--- config.mk ---
export PLATFORM = sky130hd
export DESIGN_NAME = ppu_sprite_pair
export DESIGN_NICKNAME = d
export VERILOG_FILES = /design/src/rtl/ppu_pkg.sv /design/src/rtl/ppu_fetch_if.sv /design/src/rtl/ppu_fetch_arbiter.sv /design/src/rtl/ppu_pixel_streamer.sv /design/src/rtl/ppu_sprite.sv /design/src/rtl/ppu_sprite_compositor.sv /design/src/rtl/ppu_sprite_pair.sv
export VERILOG_INCLUDE_DIRS = /design/src /design/src/rtl
export SDC_FILE = /design/constraint.sdc
export NUM_CORES = 1
export LEC_CHECK = 0
export ABC_AREA = 1
export BUFFER_PORTS_ARGS = -buffer_cell sky130_fd_sc_hd__buf_2
export CORE_UTILIZATION = 50
export DETAILED_ROUTE_END_ITERATION = 10
export PLACE_DENSITY = 0.7
export SYNTH_ARGS = -nofsm -noshare
export SYNTH_HDL_FRONTEND = slang
export SYNTH_SLANG_ARGS = --single-unit
--- constraint.sdc ---
create_clock -name clk -period 2.8 [get_ports clk]
set_input_delay 0.14 -clock clk [delete_from_list [all_inputs] [get_ports clk]]
set_output_delay 0.14 -clock clk [all_outputs]
set_load 0.005 [all_outputs]
--- src/rtl/ppu_settings.svh ---
`ifndef PPU_SETTINGS_SVH
`define PPU_SETTINGS_SVH

// ======================================================================
// Scanline and sprite geometry, in pixels
// ======================================================================

`define PPU_LINE_W   64
`define PPU_SPRITE_W 16 // Sprites start on a word boundary.

// ======================================================================
// Datapath widths
// ======================================================================

`define PPU_W_COORD  10 // Beam x position.
`define PPU_W_ADDR   16 // Word address, not byte address.
`define PPU_W_DATA   32

`endif

--- src/rtl/ppu_pkg.sv ---
`include "ppu_settings.svh"

package ppu_pkg;

	// Beam position and memory side.
	typedef logic [`PPU_W_COORD-1:0] coord_t;
	typedef logic [`PPU_W_ADDR-1:0]  word_addr_t;
	typedef logic [`PPU_W_DATA-1:0]  bus_word_t;

	// Pixel side.
	typedef logic [14:0] pix_t;          // RGB555 colour.
	typedef logic [3:0]  palette_offs_t; // Goes above an 8-bit index.

	// ARGB1555 packs two pixels per word, PAL8 packs four.
	typedef enum logic {
		PIX_ARGB1555 = 1'b0,
		PIX_PAL8     = 1'b1
	} pix_mode_e;

endpackage

--- src/rtl/ppu_fetch_if.sv ---
`timescale 1ns/1ns

interface ppu_fetch_if;

	logic                vld;
	logic                rdy;
	ppu_pkg::word_addr_t addr;
	ppu_pkg::bus_word_t  data; // Valid in the rdy cycle.

	modport requester (
		output vld,
		output addr,
		input  rdy,
		input  data
	);

	modport responder (
		input  vld,
		input  addr,
		output rdy,
		output data
	);

endinterface

--- src/rtl/ppu_fetch_arbiter.sv ---
`timescale 1ns/1ns

module ppu_fetch_arbiter (
	input  logic                clk,
	input  logic                rst_n,
	input  logic                flush,

	ppu_fetch_if.responder      req0,
	ppu_fetch_if.responder      req1,

	output logic                wb_cyc,
	output logic                wb_stb,
	output ppu_pkg::word_addr_t wb_adr,
	input  ppu_pkg::bus_word_t  wb_dat_i,
	input  logic                wb_ack
);

logic                cyc_q;
logic                last_q;  // Last winner, also owner of the open cycle.
logic                dirty_q; // Open cycle predates a flush.
ppu_pkg::word_addr_t adr_q;
logic                any_req;
logic                win;
logic                ack_clean;

assign any_req = req0.vld || req1.vld;
assign win     = (req0.vld && req1.vld) ? !last_q : req1.vld; // Round robin.

always_ff @(posedge clk or negedge rst_n) begin
	if (!rst_n) begin
		cyc_q   <= 1'b0;
		last_q  <= 1'b0;
		dirty_q <= 1'b0;
	end else if (!cyc_q) begin
		if (any_req && !flush) begin
			cyc_q  <= 1'b1;
			last_q <= win;
		end
	end else if (wb_ack) begin
		cyc_q   <= 1'b0;
		dirty_q <= 1'b0;
	end else if (flush) begin
		dirty_q <= 1'b1;
	end
end

always_ff @(posedge clk) begin
	if (!cyc_q && any_req)
		adr_q <= win ? req1.addr : req0.addr;
end

assign wb_cyc = cyc_q;
assign wb_stb = cyc_q; // Single beat reads only.
assign wb_adr = adr_q;

// Stale data from before a line start is dropped here.
assign ack_clean = cyc_q && wb_ack && !dirty_q && !flush;
assign req0.rdy  = ack_clean && !last_q;
assign req1.rdy  = ack_clean && last_q;
assign req0.data = wb_dat_i;
assign req1.data = wb_dat_i;

// The owner of a clean cycle keeps requesting until its word comes back.
a_rdy_to_waiting: assert property (
	@(posedge clk) disable iff (!rst_n)
	ack_clean |-> (last_q ? req1.vld : req0.vld)
) else $error("wishbone data returned to a requester that stopped waiting");

endmodule

--- src/rtl/ppu_pixel_streamer.sv ---
`timescale 1ns/1ns

module ppu_pixel_streamer (
	input  logic                   clk,
	input  logic                   rst_n,

	input  logic                   flush,
	input  ppu_pkg::pix_mode_e     mode,
	input  ppu_pkg::palette_offs_t palette_offs,

	output logic                   load_req,
	input  logic                   load_ack,
	input  ppu_pkg::bus_word_t     load_data,

	output logic                   pix_vld,
	input  logic                   pix_rdy,
	output logic                   pix_alpha,
	output ppu_pkg::pix_t          pix_data
);

ppu_pkg::bus_word_t buf_q;
logic [2:0]         cnt_q;
logic               is_pal8;
logic               pix_pop;

assign is_pal8 = (mode == ppu_pkg::PIX_PAL8);
assign pix_pop = pix_vld && pix_rdy;

// ======================================================================
// Word buffer
// ======================================================================

always_ff @(posedge clk or negedge rst_n) begin
	if (!rst_n) begin
		cnt_q <= 3'd0;
	end else if (flush) begin
		cnt_q <= 3'd0;
	end else if (load_ack) begin
		cnt_q <= is_pal8 ? 3'd4 : 3'd2; // Pixels per word.
	end else if (pix_pop) begin
		cnt_q <= cnt_q - 3'd1;
	end
end

// Lowest pixel of the word goes out first.
always_ff @(posedge clk) begin
	if (load_ack) begin
		buf_q <= load_data;
	end else if (pix_pop) begin
		buf_q <= is_pal8 ? (buf_q >> 8) : (buf_q >> 16);
	end
end

assign load_req = (cnt_q == 3'd0);
assign pix_vld  = (cnt_q != 3'd0);

// ======================================================================
// Pixel formatting
// ======================================================================

always_comb begin
	if (is_pal8) begin
		pix_alpha = |buf_q[7:0]; // Index zero is transparent.
		pix_data  = {3'b000, palette_offs, buf_q[7:0]};
	end else begin
		pix_alpha = buf_q[15];
		pix_data  = buf_q[14:0];
	end
end

// The sprite only fetches into an empty buffer, so a load never lands
// on top of pixels that are still waiting to go out.
a_load_into_empty: assert property (
	@(posedge clk) disable iff (!rst_n)
	load_ack |-> (cnt_q == 3'd0)
) else $error("pixel streamer loaded while still holding %0d pixels", cnt_q);

endmodule

--- src/rtl/ppu_sprite.sv ---
`timescale 1ns/1ns
`include "ppu_settings.svh"

module ppu_sprite (
	input  logic                   clk,
	input  logic                   rst_n,

	input  logic                   flush,
	input  logic                   en,

	input  ppu_pkg::coord_t        spr_x,
	input  ppu_pkg::word_addr_t    spr_base,
	input  logic                   spr_active,
	input  ppu_pkg::pix_mode_e     mode,
	input  ppu_pkg::palette_offs_t palette_offs,

	ppu_fetch_if.requester         fetch,

	output logic                   out_vld,
	input  logic                   out_rdy,
	output logic                   out_alpha,
	output ppu_pkg::pix_t          out_pixdata
);

localparam int W_POST       = $clog2(`PPU_SPRITE_W) + 1;
localparam int SPRITE_WORDS = `PPU_SPRITE_W / 2; // Widest case, ARGB1555.

ppu_pkg::coord_t     precount_q;
logic [W_POST-1:0]   postcount_q;
ppu_pkg::word_addr_t base_q;
ppu_pkg::word_addr_t addr_q;
logic                active_q;
logic                setup_q;
logic                live_q;
logic                outside;
logic                beam_adv;

logic                load_req;
logic                pix_vld;
logic                pix_rdy;
logic                pix_alpha;
ppu_pkg::pix_t       pix_data;

assign outside  = (precount_q != '0) || (postcount_q == '0);
assign beam_adv = out_vld && out_rdy;

// ======================================================================
// Beam counters
// ======================================================================

always_ff @(posedge clk or negedge rst_n) begin
	if (!rst_n) begin
		precount_q  <= '0;
		postcount_q <= '0;
		active_q    <= 1'b0;
		setup_q     <= 1'b0;
		live_q      <= 1'b0;
	end else begin
		setup_q <= flush;
		live_q  <= live_q || flush; // No output before the first line.
		if (flush) begin
			precount_q  <= spr_x;
			postcount_q <= W_POST'(`PPU_SPRITE_W);
			active_q    <= spr_active;
		end else if (beam_adv) begin
			if (precount_q != '0)
				precount_q <= precount_q - 1'b1;
			else if (postcount_q != '0)
				postcount_q <= postcount_q - 1'b1;
		end
	end
end

// ======================================================================
// Fetch side
// ======================================================================

always_ff @(posedge clk or negedge rst_n) begin
	if (!rst_n) begin
		addr_q <= '0;
	end else if (flush) begin
		addr_q <= spr_base;
	end else if (fetch.vld && fetch.rdy) begin
		addr_q <= addr_q + 1'b1;
	end
end

always_ff @(posedge clk) begin
	if (flush)
		base_q <= spr_base;
end

// Prefetch runs ahead of the beam while the sprite still owes pixels.
assign fetch.vld  = load_req && active_q && !flush && !setup_q && (postcount_q != '0);
assign fetch.addr = addr_q;

ppu_pixel_streamer streamer_i (
	.clk          (clk),
	.rst_n        (rst_n),
	.flush        (flush),
	.mode         (mode),
	.palette_offs (palette_offs),
	.load_req     (load_req),
	.load_ack     (fetch.rdy),
	.load_data    (fetch.data),
	.pix_vld      (pix_vld),
	.pix_rdy      (pix_rdy),
	.pix_alpha    (pix_alpha),
	.pix_data     (pix_data)
);

// ======================================================================
// Output gating
// ======================================================================

assign pix_rdy     = out_rdy && !outside;
assign out_vld     = live_q && !flush && !setup_q && (outside || pix_vld || !active_q);
assign out_alpha   = en && active_q && !outside && pix_alpha;
assign out_pixdata = out_alpha ? pix_data : '0;

a_fetch_in_sprite: assert property (
	@(posedge clk) disable iff (!rst_n)
	fetch.vld |-> (ppu_pkg::word_addr_t'(fetch.addr - base_q) < SPRITE_WORDS)
) else $error("sprite fetch address %h outside base %h", fetch.addr, base_q);

endmodule

--- src/rtl/ppu_sprite_compositor.sv ---
`timescale 1ns/1ns

module ppu_sprite_compositor (
	input  logic          s0_vld,
	output logic          s0_rdy,
	input  logic          s0_alpha,
	input  ppu_pkg::pix_t s0_pix,

	input  logic          s1_vld,
	output logic          s1_rdy,
	input  logic          s1_alpha,
	input  ppu_pkg::pix_t s1_pix,

	output logic          out_vld,
	input  logic          out_rdy,
	output logic          out_alpha,
	output ppu_pkg::pix_t out_pixdata
);

// ======================================================================
// Stream join
// ======================================================================

// Both sprites sit at the same beam position, so they move in lockstep.
assign out_vld = s0_vld && s1_vld;
assign s0_rdy  = out_rdy && s1_vld;
assign s1_rdy  = out_rdy && s0_vld;

// ======================================================================
// Priority merge
// ======================================================================

assign out_alpha   = s0_alpha || s1_alpha;
assign out_pixdata = s0_alpha ? s0_pix : s1_pix; // Sprite 0 on top.

endmodule

--- src/rtl/ppu_sprite_pair.sv ---
`timescale 1ns/1ns

module ppu_sprite_pair (
	input  logic                   clk,
	input  logic                   rst_n,
	input  logic                   line_start,
	input  logic                   en,

	input  ppu_pkg::pix_mode_e     pix_mode,
	input  ppu_pkg::palette_offs_t palette_offs,

	input  ppu_pkg::coord_t        spr0_x,
	input  ppu_pkg::word_addr_t    spr0_base,
	input  logic                   spr0_active,
	input  ppu_pkg::coord_t        spr1_x,
	input  ppu_pkg::word_addr_t    spr1_base,
	input  logic                   spr1_active,

	output logic                   wb_cyc,
	output logic                   wb_stb,
	output ppu_pkg::word_addr_t    wb_adr,
	input  ppu_pkg::bus_word_t     wb_dat_i,
	input  logic                   wb_ack,

	output logic                   out_vld,
	input  logic                   out_rdy,
	output logic                   out_alpha,
	output ppu_pkg::pix_t          out_pixdata
);

ppu_fetch_if fetch0 ();
ppu_fetch_if fetch1 ();

logic          s0_vld;
logic          s0_rdy;
logic          s0_alpha;
ppu_pkg::pix_t s0_pix;
logic          s1_vld;
logic          s1_rdy;
logic          s1_alpha;
ppu_pkg::pix_t s1_pix;

ppu_sprite spr0_i (
	.clk          (clk),
	.rst_n        (rst_n),
	.flush        (line_start),
	.en           (en),
	.spr_x        (spr0_x),
	.spr_base     (spr0_base),
	.spr_active   (spr0_active),
	.mode         (pix_mode),
	.palette_offs (palette_offs),
	.fetch        (fetch0.requester),
	.out_vld      (s0_vld),
	.out_rdy      (s0_rdy),
	.out_alpha    (s0_alpha),
	.out_pixdata  (s0_pix)
);

ppu_sprite spr1_i (
	.clk          (clk),
	.rst_n        (rst_n),
	.flush        (line_start),
	.en           (en),
	.spr_x        (spr1_x),
	.spr_base     (spr1_base),
	.spr_active   (spr1_active),
	.mode         (pix_mode),
	.palette_offs (palette_offs),
	.fetch        (fetch1.requester),
	.out_vld      (s1_vld),
	.out_rdy      (s1_rdy),
	.out_alpha    (s1_alpha),
	.out_pixdata  (s1_pix)
);

ppu_fetch_arbiter arb_i (
	.clk      (clk),
	.rst_n    (rst_n),
	.flush    (line_start),
	.req0     (fetch0.responder),
	.req1     (fetch1.responder),
	.wb_cyc   (wb_cyc),
	.wb_stb   (wb_stb),
	.wb_adr   (wb_adr),
	.wb_dat_i (wb_dat_i),
	.wb_ack   (wb_ack)
);

ppu_sprite_compositor comp_i (
	.s0_vld      (s0_vld),
	.s0_rdy      (s0_rdy),
	.s0_alpha    (s0_alpha),
	.s0_pix      (s0_pix),
	.s1_vld      (s1_vld),
	.s1_rdy      (s1_rdy),
	.s1_alpha    (s1_alpha),
	.s1_pix      (s1_pix),
	.out_vld     (out_vld),
	.out_rdy     (out_rdy),
	.out_alpha   (out_alpha),
	.out_pixdata (out_pixdata)
);

endmodule

==> impl.org, run 1 <==
** Setup path
- Among the stages of the critical path, the cell type that occurs most often is sky130_fd_sc_hd__inv_1.
- Required arrival time at the worst endpoint :: 2.66 ns
- Slowest cell delay on critical path :: 0.39 ns
- In this run the number of cells on the critical path is 13.
- Worst setup EP type :: output port
- Cell Chain, Critical Path :: inv_1, ha_1, inv_1, nor2_4, nand4_1, nor3b_4, nand2_2, buf_4, nand2_1, nand3_1, nand2_1, inv_1, buf_2
- Worst Path Buf+Inv :: 5
- Delay-heaviest family, CP :: simple AND/OR/NAND/NOR gates
- Launching element type of the critical path :: flip-flop
- For the worst flop-to-flop path, the logic depth is 11.
- Largest fanout on the critical path :: 15
- Endpoint arrival time on the critical path :: 2.50 ns
- Among all stages on the critical path, the largest delay is contributed by sky130_fd_sc_hd__dfrtp_1.
- The critical path is of the reg2out type.

** Timing
- Maximum clock rate :: 0.379 GHz
- The clock arrives with 0.0173 ns of skew.
- Final worst path period share :: 94.2%
- The final-report max-slew violation count came to 0.
- In the post-route analysis, the smallest setup slack over all paths is 0.162 ns.
- Transition time at the pin with the least slew margin :: 1.01 ns
- Post-route worst hold slack :: 0.0173 ns
- Setup TNS :: 0 ns
- The worst path in the final design needs a cycle of 2.64 ns, including I/O delays and setup.
- Final number of setup-violating endpoints :: 0
- The number of failing hold endpoints at the final stage is 0.
- The worst pin sits at a relative slew slack of 32.5%.

** Drt
- Post-DR wirelength/cell :: 14.6 microns
- Antenna Violating Nets Remaining :: 0
- In this run, the number of DRC markers left after iteration 0 of detailed routing was 663.
- Using the TritonRoute via totals, the vias-per-cell ratio works out to 5.23.
- TritonRoute pass-1 iters :: 5
- DR vias :: 7806
- In the routed design, unresolved DRC markers number 0.
- Wires add up to 21700 microns.

** Clocking
- Post-CTS repair timing setup buffer count :: 0
- CTS saw 156 sinks.
- Clock Tree Buf Depth :: 2
- CTS Buf Count :: 17
- CTS H-tree depth :: 4
- CTS root buf :: sky130_fd_sc_hd__clkbuf_16
- Worst-Skew Late Latency :: 0.43 ns
- Clock tree from TritonCTS :: yes
- Clock-pin slew was measured on the worst setup and hold paths at 0.08 ns.

** Pwr
- Net switching power :: 1.93 mW
- Share of total power in the clock network :: 37.9%
- Per report_power, the sequential group accounts for 45.1% of the total.
- Switching power as a share of total power :: 31.4%
- Leakage dissipation :: 5.01 nW
- VDD sags by at most 0.407 mV.
- Part of the total power dissipated in combinational logic :: 17.0%
- In this run the power density over the cells is 570 nW/um^2.
- Internal power comes to 4.23 mW.

** Global route
- The via count of the first global-routing pass came to 7241.
- Combined global-route utilization of all metal layers :: 24.2%
- The first global-routing pass estimated 35300 microns of wire.
- The total overflow left after global routing is 0.
- Pin count of the biggest net entering global routing :: 77
- The initial antenna violation count was 0.

** Worst hold path
- Hold path cells :: 3
- Path type of the worst min-delay path :: in2reg

** Place
- Port-buffer cells :: 131
- Gpl congestion :: 0.838
- Sum of net half-perimeters after detailed placement :: 15200 microns
- Before CTS, the worst setup slack after placement is 0.333 ns.
- Placed instance area :: 9980 sq um

** Synth
- For this run, the number of Yosys warnings is 0.
- Counting instances in the post-synthesis netlist gives the leading cell types as sky130_fd_sc_hd__nand2_1, sky130_fd_sc_hd__inv_1, sky130_fd_sc_hd__o21ai_0.
- The cell count after synthesis came out at 1119.
- By area the synthesized netlist is led by sky130_fd_sc_hd__edfxtp_1, sky130_fd_sc_hd__dfrtp_1, sky130_fd_sc_hd__nand2_1, sky130_fd_sc_hd__o21ai_0, sky130_fd_sc_hd__inv_1.
- Share of synthesized area occupied by flip-flops and latches :: 47.0%
- Synth unique cells :: 45
- Of all flip-flops after synthesis, the portion carrying an async set or reset was 48.7%.
- Cell area after synthesis :: 9160 sq um
- Top_reg_cell synth :: sky130_fd_sc_hd__edfxtp_1
- Proportion of netlist area held by the largest area contributor :: 26.2%
- Leading cell type by number of instances after synthesis :: sky130_fd_sc_hd__nand2_1
- Number of register bits inferred by synthesis :: 156
- The synthesized design contains 80 enable-type register cells.
- The number of nets handed over by synthesis was 1230.
- The average instance in the mapped netlist occupies 8.18 sq um.
- Dominant cell type by area after synthesis :: sky130_fd_sc_hd__edfxtp_1

** Floorplanning
- Site row count :: 49
- Area enclosed by the die boundary :: 18900 sq um
- Die Y :: 137 microns
- During I/O placement, the number of pins put on the boundary was 132.
- The region available for standard cell placement spans 18000 sq um.
- The die is 137 microns wide.
- Effective utilization at floorplan :: 51.0%

** Layout
- Relative to the synthesized area, the layout overhead comes to 18.0%.
- Layout cells sized above 1 :: 20.2%
- The net count of the finished layout is 1361.
- Layout Cell Area excl Fill :: 10800 sq um
- The multi-input combinational cells in the finished layout cover a total of 4080 sq um.
- Layout fillers :: 1624
- In the final layout, flip-flops and latches occupy 4300 sq um.
- N_diodes :: 0

** Status
- Status :: finished, final reports clean

** Run
- The tool flagged a number of max-cap violations equal to 0.
## worst min-delay path, cell delays in order
cell and delay (ns):
sky130_fd_sc_hd__buf_2 0.07, sky130_fd_sc_hd__inv_1 0.04, sky130_fd_sc_hd__nor2_1 0.08
## flip-flops by register name (all words and copies together) (netlist names), 3 cells and up
signal                   cells
spr1_i.precount_q           10
arb_i.wb_adr                16
spr1_i.streamer_i.buf_q     32
spr1_i.postcount_q           5
spr0_i.postcount_q           5
spr0_i.precount_q           10
spr0_i.streamer_i.buf_q     32
spr0_i.fetch.addr           16
spr0_i.streamer_i.cnt_q      3
spr1_i.fetch.addr           16
spr1_i.streamer_i.cnt_q      3
## stage by stage
step	std cells	utilization [%]	power, mW
CTS	1492	60.0	6.19
global placement	1443	55.6	3.81
detailed placement	1443	55.6	3.84
floorplan	1119	-	3.51
global route	1492	60.1	6.48
finish	1492	60.1	6.16
## path summary, 6_finish.rpt
kind                                             from                           to  slack (ns)
max in group asynchronous                       rst_n         spr0_i.precount_q[4]        1.72
worst max register to register   spr1_i.precount_q[0]  spr1_i.streamer_i.buf_q[23]        0.49
worst min-delay path                     wb_dat_i[26]  spr1_i.streamer_i.buf_q[26]        0.02
min in group asynchronous                       rst_n        spr1_i.fetch.addr[13]        0.42
worst min register to register  spr1_i.postcount_q[4]        spr1_i.postcount_q[4]        0.48
worst max-delay path             spr0_i.precount_q[0]               out_pixdata[8]        0.16
## final cells by class
class	count	share of cell area [%]
clock inverters	15	1.70
multi-input cells	766	37.8
flip-flops and latches	156	39.8
clock buffers	17	3.94
repair buffers	164	9.01
inverters	145	5.09
well taps	229	2.65
## cell usage in the layout (no fill, tap or decap), types with 4 or more instances in the layout
cell,instances
sky130_fd_sc_hd__o21ai_1,8
sky130_fd_sc_hd__ha_1,14
sky130_fd_sc_hd__nor3_2,4
sky130_fd_sc_hd__xor2_1,15
sky130_fd_sc_hd__nor3_4,4
sky130_fd_sc_hd__nand4_1,23
sky130_fd_sc_hd__nor2_2,7
sky130_fd_sc_hd__o21ai_0,111
sky130_fd_sc_hd__or2_2,6
sky130_fd_sc_hd__buf_2,130
sky130_fd_sc_hd__xnor2_1,4
sky130_fd_sc_hd__nor2_1,107
sky130_fd_sc_hd__edfxtp_1,80
sky130_fd_sc_hd__clkinv_8,4
sky130_fd_sc_hd__clkbuf_16,17
sky130_fd_sc_hd__a21oi_1,24
sky130_fd_sc_hd__nand3_1,73
sky130_fd_sc_hd__inv_1,138
sky130_fd_sc_hd__nor2_4,8
sky130_fd_sc_hd__dfrtp_1,76
sky130_fd_sc_hd__nand2_2,9
sky130_fd_sc_hd__a31oi_1,10
sky130_fd_sc_hd__buf_4,15
sky130_fd_sc_hd__nor3_1,19
sky130_fd_sc_hd__nand2_1,235
sky130_fd_sc_hd__inv_2,6
sky130_fd_sc_hd__inv_6,4
sky130_fd_sc_hd__o21ai_2,17
sky130_fd_sc_hd__nand2_4,5
sky130_fd_sc_hd__o211ai_1,36
sky130_fd_sc_hd__o22ai_1,4
sky130_fd_sc_hd__dlygate4sd3_1,17
sky130_fd_sc_hd__inv_8,6
## power groups by stage
stage / clock network (mW) / logic (mW) / registers [mW]
detailed placement: 0 / 1.02 / 2.82
floorplan: 0 / 0.736 / 2.78
finish: 2.33 / 1.05 / 2.78
global route: 2.47 / 1.20 / 2.80
CTS: 2.37 / 1.05 / 2.77
global placement: 0 / 0.998 / 2.82
## timing repair
| action | 4_1_cts | 5_1_grt |
|---|---|---|
| pin swaps | 0 | 1 |
| hold buffers | 17 | 0 |
| gates resized for setup | 3 | 6 |
| endpoints found under the hold margin | 92 | 0 |
| setup endpoints to repair | 3 | 10 |
## cell families (layout without fill, tap and decap cells)
family / count (synthesis) / in the layout / synth area share [%]
XOR/XNOR: 19 / 19 / 1.82
AO/OA/AOI/OAI: 219 / 219 / 14.1
buffers and inverters: 197 / 341 / 8.96
AND/OR/NAND/NOR: 514 / 514 / 26.2
adder cells (fa/ha/maj): 14 / 14 / 1.91
flip-flops: 156 / 156 / 47.0
## layer usage
metal	GRT usage [%]	wire, microns	part of all wire, %
met4	7.39	342	1.6
met1	33.6	10100	46
met3	3.68	1090	5.0
met2	38.8	10200	47
met5	0	0	0
Note: power is estimated with default switching activity, not from simulation.
==> run 2, diff against run 1 <==
--- a/config.mk
+++ b/config.mk
@@ -8,9 +8,9 @@
 export LEC_CHECK = 0
 export ABC_AREA = 1
 export BUFFER_PORTS_ARGS = -buffer_cell sky130_fd_sc_hd__buf_2
-export CORE_UTILIZATION = 50
+export CORE_UTILIZATION = 58
 export DETAILED_ROUTE_END_ITERATION = 10
-export PLACE_DENSITY = 0.7
+export PLACE_DENSITY = 0.8
 export SYNTH_ARGS = -nofsm -noshare
 export SYNTH_HDL_FRONTEND = slang
 export SYNTH_SLANG_ARGS = --single-unit
==> impl.org, run 2 (synthesized netlist as in run 1, its figures left out) <==
** Setup path
- Endpoint of the lowest-slack register-to-register path :: spr1_i.streamer_i.buf_q[22]
- The worst register-to-register path has a setup slack of 0.45 ns.
- The worst setup path is of the reg2out kind.
- The worst setup path is launched from a flip-flop.
- The number of cells on the worst reg-to-reg path is 11.
- Data arrives at the worst endpoint at 2.47 ns.
- For the worst setup path, the data required time is 2.66 ns.
- Beginning of the worst register-to-register path :: spr1_i.precount_q[0]
- The worst setup path is captured at an output port.
- Along the worst path, the maximum fanout reaches 15.

** Timing
- Final number of setup-violating endpoints :: 0
- Final Max Slew Viols :: 0
- Clock skew :: 0.00941 ns
- At the pin with the least slew margin, the transition time is 1.01 ns.
- Setup repair after global routing left no endpoint under its margin.
- Final worst path period share :: 93.2%
- Based on the critical path, the design can be clocked at up to 0.383 GHz.
- Worst-case headroom to the max-slew limit :: 32.6%
- Setup total negative slack on the finished layout was measured at 0 ns.
- Clock period minus worst slack :: 2.61 ns
- Total count of hold-check failures in the final report :: 0

** Layout
- Layout-stage area growth over the synthesis result :: 17.4%
- Layout fillers :: 1238
- Total number of nets in the final design :: 1358
- Top library cells by usage in the layout, fill and taps aside :: sky130_fd_sc_hd__nand2_1, sky130_fd_sc_hd__inv_1, sky130_fd_sc_hd__buf_2, sky130_fd_sc_hd__o21ai_0, sky130_fd_sc_hd__nor2_1
- Largest registers ranked by flip-flop count :: spr0_i.streamer_i.buf_q: 32 flops, spr1_i.streamer_i.buf_q: 32 flops
- The finished layout holds 1471 standard cells, fillers aside.
- Most common cell after layout, fill and taps aside :: sky130_fd_sc_hd__nand2_1
- Cells with a size suffix above 1 make up 20.2% of the layout.
- N_diodes :: 0

** Global route
- Wire length of the first global-routing pass :: 36400 microns
- Entering global routing, the biggest net connects 77 pins.
- Global routing consumed, over all layers together, 28.5% of the routing resources.
- Grt ovf :: 0
- The via count of the first global-routing pass was 7572.
- The initial antenna violation count is 0.

** Floorplanning
- The initial utilization of the core area, before any placement, comes to 59.8%.
- Die X-Extent :: 128 microns
- The core region is 15300 sq um.
- The die is 128 microns tall.
- In this run the core area contains 45 standard-cell rows.
- Area enclosed by the die boundary :: 16300 sq um
- IO Pins :: 132

** Drt
- DR vias :: 8078
- For this block, the initial DRC count from the detailed router was 815.
- After detailed routing, the number of vias per cell comes to 5.49.
- Routed WL :: 22200 microns
- DRC violation count after routing :: 0
- After detailed routing, the average wire length per cell comes to 15.1 microns.
- Antenna Violating Nets Remaining :: 0
- Before antenna repair, the detailed router went through 5 iterations.

** Pwr
- In this run the power density over the cells is 567 nW/um^2.
- The analysis attributes to cell leakage a power of 4.99 nW.
- VDD IR max :: 0.479 mV

** Place
- At the end of routability-driven placement, the weighted congestion stood at 0.899.
- Port-buffer cells :: 131
- DP Cell Count :: 1423
- Sum of net half-perimeters after detailed placement :: 15400 microns

** Clocking
- CTS Buf Count :: 17
- Clock tree from TritonCTS :: yes
- CTS H-tree depth :: 4
- The clock drives 156 sinks.
- CTS root buf :: sky130_fd_sc_hd__clkbuf_16
- Clock slew at reported path FFs :: 0.07 ns
- Clock Tree Buf Depth :: 2
- For the worst-skew pair, the clock arrives at the later sink with an insertion delay of 0.43 ns.

** Worst hold path
- Launch point of the worst hold path :: spr1_x[6]
- Along the worst hold path, the cell count comes to 5.
- The min-delay analysis places its worst path in the category in2reg.
- Worst hold endpoint :: spr1_i.precount_q[6]

** Run
- Max-cap viol count :: 0

** Status
- Status :: finished, final reports clean
run 2: changes by cell type in the layout (fill, tap and decap cells not counted), moves of 2 or more:
cell / delta
sky130_fd_sc_hd__buf_4: -4
sky130_fd_sc_hd__clkinv_4: +4
sky130_fd_sc_hd__clkinv_8: -3
sky130_fd_sc_hd__clkinvlp_4: +2
sky130_fd_sc_hd__inv_6: -2
sky130_fd_sc_hd__nor3_1: -2
sky130_fd_sc_hd__nor3_2: +2
run 2: layout make-up:
cell class	instances	area, sq um	area share [%]
sequential	156	4300	40.0
multi-input combinational	766	4090	38.0
timing repair buffer	161	965	8.98
inverter	145	549	5.11
clock buffer	17	425	3.96
tap	211	264	2.46
clock inverter	15	151	1.41
run 2: routing by layer:
metal  vias to the layer above  wire length, microns  global-route usage (%)
met5                         -                     0                       0
met4                         0                   416                    9.00
met2                       351                 10500                    46.1
li1                       3993                     -                       -
met3                        36                  1600                    5.40
met1                      3698                  9730                    38.9
run 2: metrics by stage:
stage	cell area [sq um]	utilization [%]	hold slack (ns)	setup WS (ns)	total power, mW
2_1_floorplan	9160	-	-0.156	0.352	3.51
3_3_place_gp	9950	65.0	0.348	0.518	3.81
3_5_place_dp	9950	65.0	0.347	0.405	3.84
4_1_cts	10700	69.9	0.000750	0.0382	6.09
5_1_grt	10700	70.2	0.0172	0.0168	6.37
6_report	10700	70.2	0.00980	0.190	6.09
run 2: power by group:
| group | total (mW) | switching [mW] | internal, mW |
|---|---|---|---|
| clock network | 2.25 | 1.06 | 1.19 |
| registers | 2.78 | 0.171 | 2.61 |
| logic | 1.06 | 0.671 | 0.391 |
run 2: how the worst max path moves through the flow:
stage,from,to,cells after the start
detailed placement,spr0_i.precount_q[0],out_pixdata[1],11
CTS,spr1_i.precount_q[0],out_pixdata[1],11
global route,spr0_i.precount_q[0],out_pixdata[9],13
global placement,spr0_i.precount_q[0],out_pixdata[7],11
finish,spr0_i.precount_q[0],out_pixdata[8],13
floorplan,spr1_i.streamer_i.cnt_q[0],spr0_i.streamer_i.buf_q[0],10
run 2: what timing repair did:
action                                  4_1_cts  5_1_grt
hold buffers                                 16        0
endpoints found under the hold margin        91        0
endpoints found under the setup margin        9       12
pin swaps                                     0        3
setup buffers                                 0        0
resized for setup                             2       11
run 2: worst max-delay path, stage by stage, from the launching register on:
cell and delay (ns):
sky130_fd_sc_hd__dfrtp_1 0.40, sky130_fd_sc_hd__inv_1 0.12, sky130_fd_sc_hd__ha_1 0.17, sky130_fd_sc_hd__inv_1 0.06
sky130_fd_sc_hd__nor2_4 0.12, sky130_fd_sc_hd__nand4_1 0.16, sky130_fd_sc_hd__nor3b_4 0.32, sky130_fd_sc_hd__nand2_2 0.13
sky130_fd_sc_hd__buf_6 0.18, sky130_fd_sc_hd__nand2_1 0.06, sky130_fd_sc_hd__nand3_1 0.09, sky130_fd_sc_hd__nand2_1 0.09
sky130_fd_sc_hd__inv_1 0.03, sky130_fd_sc_hd__buf_2 0.11
